===== src/alert_pkg.sv =====
package alert_pkg;

  // Exception cause code as carried on the retirement interface
  typedef logic [5:0] exc_cause_t;

  // One lockup flag per random-number LFSR in the core
  typedef logic [2:0] lockup_t;

  // One bit per minor alert source, indexed by the SRC_* positions
  typedef logic [2:0] alert_src_t;

  // Configuration port address and data
  typedef logic [0:0] cfg_addr_t;
  typedef logic [2:0] cfg_data_t;

  // Trap causes that count as a fault and raise a minor alert
  localparam exc_cause_t CAUSE_INSTR_ACCESS_FAULT = 6'd1;
  localparam exc_cause_t CAUSE_ILLEGAL_INSTR      = 6'd2;
  localparam exc_cause_t CAUSE_LOAD_ACCESS_FAULT  = 6'd5;
  localparam exc_cause_t CAUSE_STORE_ACCESS_FAULT = 6'd7;
  localparam exc_cause_t CAUSE_INSTR_BUS_FAULT    = 6'd24;

  // Bit positions inside an alert source vector
  localparam int unsigned SRC_LOCKUP = 0;
  localparam int unsigned SRC_FAULT  = 1;
  localparam int unsigned SRC_NMI    = 2;

  // Register map of the configuration block
  localparam cfg_addr_t CFG_ADDR_MASK  = 1'b0;
  localparam cfg_addr_t CFG_ADDR_CAUSE = 1'b1;

  // Retired instruction as seen on the trace port
  typedef struct packed {
    logic       valid;
    logic       trap;
    logic       exception;
    exc_cause_t cause;
  } retire_t;

  // Data bus response together with the integrity flag of its request
  typedef struct packed {
    logic rvalid;
    logic err;
    logic had_integrity;
  } dbus_rsp_t;

  // Debug state of the core that decides whether an NMI can be taken
  typedef struct packed {
    logic debug_mode;
    logic step;
    logic stepie;
  } core_mode_t;

  // Request payload of the configuration port
  typedef struct packed {
    logic      write;
    cfg_addr_t addr;
    cfg_data_t wdata;
  } cfg_req_t;

  typedef enum logic [0:0] {
    NMI_IDLE    = 1'b0,
    NMI_PENDING = 1'b1
  } nmi_state_e;

  typedef enum logic [1:0] {
    CFG_IDLE     = 2'd0,
    CFG_ACK      = 2'd1,
    CFG_WAIT_LOW = 2'd2
  } cfg_state_e;

endpackage


===== src/alert_aggregator.sv =====
`timescale 1ns/10ps

module alert_aggregator (
  input  logic                  clk_i,
  input  logic                  rst,
  input  alert_pkg::lockup_t    lfsr_lockup,
  input  logic                  fault_hit,
  input  logic                  nmi_taken,
  input  alert_pkg::alert_src_t src_enable,
  output logic                  alert_minor,
  output alert_pkg::alert_src_t cause_set
);

  alert_pkg::alert_src_t raw_events;
  alert_pkg::alert_src_t gated_events;
  alert_pkg::alert_src_t events_q;

  // Raw event vector, one bit per source
  // Any of the three LFSRs locking up counts as a single lockup event
  always_comb begin
    raw_events                        = '0;
    raw_events[alert_pkg::SRC_LOCKUP] = |lfsr_lockup;
    raw_events[alert_pkg::SRC_FAULT]  = fault_hit;
    raw_events[alert_pkg::SRC_NMI]    = nmi_taken;
  end

  // Masked sources give neither an alert nor a cause bit
  assign gated_events = raw_events & src_enable;

  // Events are registered so the alert is a clean one-cycle pulse
  always_ff @(posedge clk_i) begin
    if (rst) begin
      events_q <= '0;
    end else begin
      events_q <= gated_events;
    end
  end

  // Several sources in the same cycle still give one pulse
  assign alert_minor = |events_q;

  // The cause register records each source separately
  assign cause_set = events_q;

endmodule


===== src/alert_cfg_regs.sv =====
`timescale 1ns/10ps

module alert_cfg_regs (
  input  logic                 clk_i,
  input  logic                 rst,
  input  logic                 cfg_req_valid,
  input  alert_pkg::cfg_req_t  cfg_req,
  input  alert_pkg::alert_src_t cause_set,
  output logic                 cfg_ack,
  output alert_pkg::cfg_data_t cfg_rdata,
  output alert_pkg::alert_src_t src_enable
);

  alert_pkg::cfg_state_e  state_q;
  alert_pkg::cfg_state_e  state_next;
  alert_pkg::alert_src_t  mask_q;
  alert_pkg::alert_src_t  cause_q;
  alert_pkg::alert_src_t  cause_clr;
  alert_pkg::cfg_data_t   rdata_q;
  logic                   access;
  logic                   wr_mask;
  logic                   wr_cause;

  // The access itself happens on the edge that leaves CFG_ACK
  assign access   = (state_q == alert_pkg::CFG_ACK);
  assign wr_mask  = access && cfg_req.write && (cfg_req.addr == alert_pkg::CFG_ADDR_MASK);
  assign wr_cause = access && cfg_req.write && (cfg_req.addr == alert_pkg::CFG_ADDR_CAUSE);

  // Write-one-to-clear mask for the sticky cause bits
  assign cause_clr = wr_cause ? cfg_req.wdata : '0;

  // Handshake sequencing
  // A request is only picked up in idle, and ack is held until the master lets go
  always_comb begin
    state_next = state_q;
    case (state_q)
      alert_pkg::CFG_IDLE: begin
        if (cfg_req_valid) begin
          state_next = alert_pkg::CFG_ACK;
        end
      end
      alert_pkg::CFG_ACK: begin
        state_next = alert_pkg::CFG_WAIT_LOW;
      end
      alert_pkg::CFG_WAIT_LOW: begin
        if (!cfg_req_valid) begin
          state_next = alert_pkg::CFG_IDLE;
        end
      end
      default: begin
        state_next = alert_pkg::CFG_IDLE;
      end
    endcase
  end

  always_ff @(posedge clk_i) begin
    if (rst) begin
      state_q <= alert_pkg::CFG_IDLE;
      mask_q  <= '1;
      cause_q <= '0;
    end else begin
      state_q <= state_next;
      if (wr_mask) begin
        mask_q <= cfg_req.wdata;
      end
      // A new event in the same cycle survives the clear
      cause_q <= (cause_q & ~cause_clr) | cause_set;
    end
  end

  // Read data is captured with the access and stays put while ack is high
  always_ff @(posedge clk_i) begin
    if (access) begin
      rdata_q <= (cfg_req.addr == alert_pkg::CFG_ADDR_MASK) ? mask_q : cause_q;
    end
  end

  assign cfg_ack    = (state_q == alert_pkg::CFG_WAIT_LOW);
  assign cfg_rdata  = rdata_q;
  assign src_enable = mask_q;

endmodule


===== src/fault_classifier.sv =====
`timescale 1ns/10ps

module fault_classifier (
  input  alert_pkg::retire_t retire,
  output logic               fault_hit
);

  logic cause_is_fault;
  logic trapped;

  // Only a retired instruction that really trapped on an exception is looked at
  assign trapped = retire.valid && retire.trap && retire.exception;

  // Fault cause set
  // Adding a cause here is all it takes to extend the alert coverage
  always_comb begin
    case (retire.cause)
      alert_pkg::CAUSE_INSTR_ACCESS_FAULT: begin
        cause_is_fault = 1'b1;
      end
      alert_pkg::CAUSE_ILLEGAL_INSTR: begin
        cause_is_fault = 1'b1;
      end
      alert_pkg::CAUSE_LOAD_ACCESS_FAULT: begin
        cause_is_fault = 1'b1;
      end
      alert_pkg::CAUSE_STORE_ACCESS_FAULT: begin
        cause_is_fault = 1'b1;
      end
      alert_pkg::CAUSE_INSTR_BUS_FAULT: begin
        cause_is_fault = 1'b1;
      end
      default: begin
        cause_is_fault = 1'b0;
      end
    endcase
  end

  // Interrupts and plain retirements never reach this point
  assign fault_hit = trapped && cause_is_fault;

endmodule


===== src/nmi_tracker.sv =====
`timescale 1ns/10ps

module nmi_tracker (
  input  logic                  clk_i,
  input  logic                  rst,
  input  alert_pkg::dbus_rsp_t  dbus_rsp,
  input  alert_pkg::core_mode_t core_mode,
  output logic                  pending_nmi,
  output logic                  nmi_taken
);

  alert_pkg::nmi_state_e state_q;
  alert_pkg::nmi_state_e state_next;
  logic                  bus_err;
  logic                  interruptible;

  // Errors on requests with integrity checking go to the major alert path instead
  assign bus_err = dbus_rsp.rvalid && dbus_rsp.err && !dbus_rsp.had_integrity;

  // Debug mode blocks the NMI, and so does single stepping with interrupts masked
  assign interruptible = !core_mode.debug_mode && (!core_mode.step || core_mode.stepie);

  always_comb begin
    state_next = state_q;
    nmi_taken  = 1'b0;
    case (state_q)
      alert_pkg::NMI_IDLE: begin
        if (bus_err) begin
          state_next = alert_pkg::NMI_PENDING;
        end
      end
      alert_pkg::NMI_PENDING: begin
        // Further errors while pending fold into the same NMI
        if (interruptible) begin
          nmi_taken  = 1'b1;
          state_next = alert_pkg::NMI_IDLE;
        end
      end
      default: begin
        state_next = alert_pkg::NMI_IDLE;
      end
    endcase
  end

  always_ff @(posedge clk_i) begin
    if (rst) begin
      state_q <= alert_pkg::NMI_IDLE;
    end else begin
      state_q <= state_next;
    end
  end

  assign pending_nmi = (state_q == alert_pkg::NMI_PENDING);

endmodule


===== src/security_alert_unit.sv =====
`timescale 1ns/10ps

module security_alert_unit (
  input  logic                  clk_i,
  input  logic                  rst,
  input  alert_pkg::lockup_t    lfsr_lockup,
  input  alert_pkg::retire_t    retire,
  input  alert_pkg::dbus_rsp_t  dbus_rsp,
  input  alert_pkg::core_mode_t core_mode,
  input  logic                  cfg_req_valid,
  input  alert_pkg::cfg_req_t   cfg_req,
  output logic                  cfg_ack,
  output alert_pkg::cfg_data_t  cfg_rdata,
  output logic                  alert_minor,
  output logic                  pending_nmi
);

  logic                  fault_hit;
  logic                  nmi_taken;
  alert_pkg::alert_src_t src_enable;
  alert_pkg::alert_src_t cause_set;

  // Enable mask and sticky cause register behind the req/ack port
  alert_cfg_regs cfg_regs_i (
    .clk_i         (clk_i),
    .rst           (rst),
    .cfg_req_valid (cfg_req_valid),
    .cfg_req       (cfg_req),
    .cause_set     (cause_set),
    .cfg_ack       (cfg_ack),
    .cfg_rdata     (cfg_rdata),
    .src_enable    (src_enable)
  );

  // Decides whether the retiring instruction trapped on a fault
  fault_classifier fault_classifier_i (
    .retire    (retire),
    .fault_hit (fault_hit)
  );

  // Holds the NMI from an unchecked bus error until the core can take it
  nmi_tracker nmi_tracker_i (
    .clk_i       (clk_i),
    .rst         (rst),
    .dbus_rsp    (dbus_rsp),
    .core_mode   (core_mode),
    .pending_nmi (pending_nmi),
    .nmi_taken   (nmi_taken)
  );

  // Merges all sources into the minor alert
  alert_aggregator alert_aggregator_i (
    .clk_i       (clk_i),
    .rst         (rst),
    .lfsr_lockup (lfsr_lockup),
    .fault_hit   (fault_hit),
    .nmi_taken   (nmi_taken),
    .src_enable  (src_enable),
    .alert_minor (alert_minor),
    .cause_set   (cause_set)
  );

endmodule


===== config.mk =====
export PLATFORM = sky130hd
export DESIGN_NAME = security_alert_unit
export DESIGN_NICKNAME = d
export VERILOG_FILES = /design/src/alert_pkg.sv /design/src/alert_aggregator.sv /design/src/alert_cfg_regs.sv /design/src/fault_classifier.sv /design/src/nmi_tracker.sv /design/src/security_alert_unit.sv
export SDC_FILE = /design/constraint.sdc
export NUM_CORES = 1
export LEC_CHECK = 0
export BUFFER_PORTS_ARGS = -buffer_cell sky130_fd_sc_hd__buf_2
export CORE_MARGIN = 1.5
export CORE_UTILIZATION = 46
export DETAILED_ROUTE_END_ITERATION = 8
export PLACE_DENSITY = 0.81
export SLEW_MARGIN = 40
export SYNTH_ARGS = -nofsm -noshare
export SYNTH_HDL_FRONTEND = slang
export SYNTH_SLANG_ARGS = --single-unit

===== constraint.sdc =====
create_clock -name clk_i -period 1.9 [get_ports clk_i]
set_clock_uncertainty 0.1 [all_clocks]
set_input_delay 0.38 -clock clk_i [delete_from_list [all_inputs] [get_ports clk_i]]
set_output_delay 0.38 -clock clk_i [all_outputs]
set_load 0.05 [all_outputs]

==> results.txt <==
----------------------------------------------------
[Synth]
  Sequential-to-total area share from yosys stat ... 52.2%
  Synth Net Count ... 88
  Syn. warnings ... 0
  Number of synthesized flops with an enable pin ... 3
  Count of unique library cells instantiated by Yosys ... 25
  Avg Inst Size Synth ... slightly above 10 um2
  Number of cells produced by synthesis ... just over 60
  Cells taking the most area after synthesis ... sky130_fd_sc_hd__dfxtp_1, sky130_fd_sc_hd__edfxtp_1, sky130_fd_sc_hd__nor2_1
  Most common cell in the synthesized netlist ... sky130_fd_sc_hd__dfxtp_1
  Post-synthesis cell type with the largest combined area ... sky130_fd_sc_hd__dfxtp_1
  Top-area cell type share of the netlist area ... 37.9%
  Top FF cell, synth ... sky130_fd_sc_hd__dfxtp_1
  Number of synthesized register bits ... 15
  Mapped cell area ... 633 um2
  Async S/R FF share, synth ... 0%
  Most instantiated cells after synthesis ... sky130_fd_sc_hd__dfxtp_1, sky130_fd_sc_hd__nor2_1, sky130_fd_sc_hd__a21oi_1

[Worst setup path]
  Required time reported for the critical path endpoint ... 1.42 ns
  Levels on crit path ... 2
  CP Launch Type ... register
  Crit-path max FO ... 4
  Worst path top cell family by delay ... flip-flops
  Data arrival, critical path ... between 1 and 1.5 ns
  Crit-path cells ... nor2b_1, buf_2
  Crit path max-delay cell type ... sky130_fd_sc_hd__dfxtp_1
  Reg2reg path depth ... 3
  Crit Path Class ... reg2out
  Number of buffer and inverter instances along the worst setup path ... 1
  Maximum cell stage delay along the critical path ... 0.37 ns
  Type of element capturing the critical path ... output pin

[Worst hold path]
  Number of cells on the worst hold path ... 2
  Hold Path Class ... in2reg

[Timing]
  Worst relative slew slack ... 74.9%
  Final sum of negative setup slack ... 0 ns
  Maximum clock rate ... between 600 and 700 MHz
  Minimum clock period after layout ... 1.64 ns
  Setup slack after layout ... between 0.2 and 0.3 ns
  Unrepaired setup endpoints after global routing ... no
  Hold Vio Cnt, Final ... 0
  Slew @ Worst Pin ... about 0.38 ns
  Setup-failing EPs final ... 0
  Total count of max-transition violations in the final report ... 0
  Post-route worst hold slack ... 0.158 ns
  Final worst path period share ... 86.1%

[Cells and area]
  Net count reported at finish ... 123
  Signed area change from the synthesized netlist to the final layout ... 31.0%
  Antenna Cells ... 0
  Final core utilization ... 64.6%
  Share of cells above drive strength 1 ... around two fifths
  Post-layout instance count excluding filler cells ... roughly 110

[Clock network]
  CTS Buf Count ... 3
  Clock root cell ... sky130_fd_sc_hd__clkbuf_4
  CTS sink cnt ... 15
  Post_cts resized ... 0
  CTS tree ... done
  Number of hold buffers added after cts ... 0
  H-tree level count ... 1
  Clock Tree Buf Depth ... 2
  Number of buffers added for setup after CTS ... 0
  Clock Pin Slew Worst Setup and Hold Paths ... 0.08 ns
  Clock latency on the worst-skew pair ... 0.29 ns

[Die]
  Initial standard-cell utilization of the core ... between 40% and 50%
  Die Width ... 40.1 um
  Area enclosed by the die boundary ... ~0.0016 mm2
  Number of placement rows ... 13
  Number of placed I/O pins ... 32
  Vertical die dimension ... around 40 um
  Core area ... 0.00128 mm2

[Global routing]
  Pin count of the biggest net entering global routing ... 16
  Total global routing overflow ... 0
  GRT Resource Usage Total ... 19.9%
  Antenna violations before repair ... 0
  Via count of the first global-routing pass ... 541
  Wire length of the first global-routing pass ... around 2100 um

[Route]
  Number of nets with antenna violations after detailed routing ... 0
  Wire length reported by the detailed router ... 1350 um
  Count of unresolved DRC violations after routing ... 0
  Detailed-route wire length per cell ... about 12 um
  Routed via count ... roughly 580
  Via density per instance ... 5.26
  Starting DRC count in detailed routing ... 13
  Detailed Routing Iterations Pass 1 ... 4

[Place]
  Placed Cells incl. Taps ... 107
  Detailed placer's ending HPWL ... 1050 um
  Routability-driven placement congestion ratio ... 0.714
  Number of I/O port buffers ... 31
  Worst setup timing slack at the placement stage ... 0.433 ns

[Pwr]
  Worst ir drop on vdd ... 0.443 mV
  Leakage Power ... ~0.35 nW
  Areal power density over the cells ... 753 mW/mm2

[Flow run]
  Max-Cap Viols ... 0

[Status]
  Result of the run ... completed

----------------------------------------------------
[layout make-up]
class                           count  area (um2)
Clock buffer                        4        26.3
Tap cell                           15        18.8
Sequential cell                    15         330
Multi-Input combinational cell     43         288
Inverter                            3        11.3
Fill cell                         105         455
Timing Repair Buffer               31         155
[cell usage in the layout, fill, tap and decap left out]
cell / synthesis / final
sky130_fd_sc_hd__mux2_2: 2 / 2
sky130_fd_sc_hd__nor3b_1: 2 / 2
sky130_fd_sc_hd__nor4_1: 1 / 1
sky130_fd_sc_hd__a211o_1: 1 / 1
sky130_fd_sc_hd__and3_1: 1 / 1
sky130_fd_sc_hd__a21oi_2: 1 / 1
sky130_fd_sc_hd__nand4bb_1: 2 / 2
sky130_fd_sc_hd__nor4b_1: 1 / 1
sky130_fd_sc_hd__edfxtp_1: 3 / 3
sky130_fd_sc_hd__nor2_1: 7 / 7
sky130_fd_sc_hd__nor4bb_1: 1 / 1
sky130_fd_sc_hd__nand2_1: 2 / 2
sky130_fd_sc_hd__a311oi_1: 3 / 3
sky130_fd_sc_hd__nor3_1: 4 / 4
sky130_fd_sc_hd__buf_2: 0 / 31
sky130_fd_sc_hd__inv_1: 3 / 3
sky130_fd_sc_hd__clkbuf_4: 0 / 3
sky130_fd_sc_hd__and4bb_2: 1 / 1
sky130_fd_sc_hd__a21oi_1: 5 / 5
sky130_fd_sc_hd__nand3_1: 2 / 2
sky130_fd_sc_hd__or3b_1: 1 / 1
sky130_fd_sc_hd__o21bai_1: 1 / 1
sky130_fd_sc_hd__o21ai_0: 1 / 1
sky130_fd_sc_hd__mux2_1: 1 / 1
sky130_fd_sc_hd__nor2b_1: 3 / 3
sky130_fd_sc_hd__clkbuf_1: 1 / 1
sky130_fd_sc_hd__dfxtp_1: 12 / 12
[flip-flops by register name, summed over array words and instances, names as in the netlist]
register                      count
alert_aggregator_i.cause_set      3
cfg_regs_i.cause_q                3
cfg_regs_i.cfg_rdata              3
cfg_regs_i.src_enable             3
cfg_regs_i.state_q                2
nmi_tracker_i.pending_nmi         1
[path summary, 6_finish.rpt]
path / from / endpoint / slack, ns
worst min-delay path: core_mode[2] / alert_aggregator_i.cause_set[2]$_SDFF_PP0_ / 0.16
worst max register to register: cfg_regs_i.state_q[0]$_SDFFE_PP0P_ / cfg_regs_i.cause_q[0]$_SDFF_PP0_ / 0.55
worst min register to register: cfg_regs_i.src_enable[2]$_SDFFE_PP1P_ / alert_aggregator_i.cause_set[2]$_SDFF_PP0_ / 0.36
worst max-delay path: cfg_regs_i.state_q[1]$_SDFFE_PP0P_ / cfg_ack / 0.26
[metrics by stage]
| step | cell area [um2] | power [mW] |
|---|---|---|
| floorplan | 633 | 0.405 |
| finish | 830 | 0.624 |
| CTS | 830 | 0.623 |
| global placement | 803 | 0.444 |
| detailed placement | 803 | 0.448 |
| global route | 830 | 0.648 |
[cell families (layout without fill, tap and decap cells)]
kind of cell / Yosys count / count (layout) / share of synthesized area [%]
AND/OR/NAND/NOR: 28 / 28 / 27.3
buffers and inverters: 4 / 38 / 2.37
multiplexers: 3 / 3 / 5.34
flip-flops: 15 / 15 / 52.2
AO/OA/AOI/OAI: 12 / 12 / 12.8
[where the power goes]
group          switching [mW]  internal, mW
clock                   0.102        0.0818
sequential            0.00659         0.337
combinational          0.0556        0.0409
total                   0.164         0.460
[per-layer routing]
metal,global-route usage (%),part of all wire [%],vias up
li1,-,-,297
met1,21.2,45,264
met2,35.5,48,21
met5,0,0,-
met4,10.3,1.8,0
met3,5.00,5.2,2
[worst reg2reg max path: stages (launching register included)]
cell,delay (ns)
sky130_fd_sc_hd__dfxtp_1,0.38
sky130_fd_sc_hd__nor2b_1,0.36
sky130_fd_sc_hd__and3_1,0.28
sky130_fd_sc_hd__a311oi_1,0.11
Power figures use the tool's default switching activity.
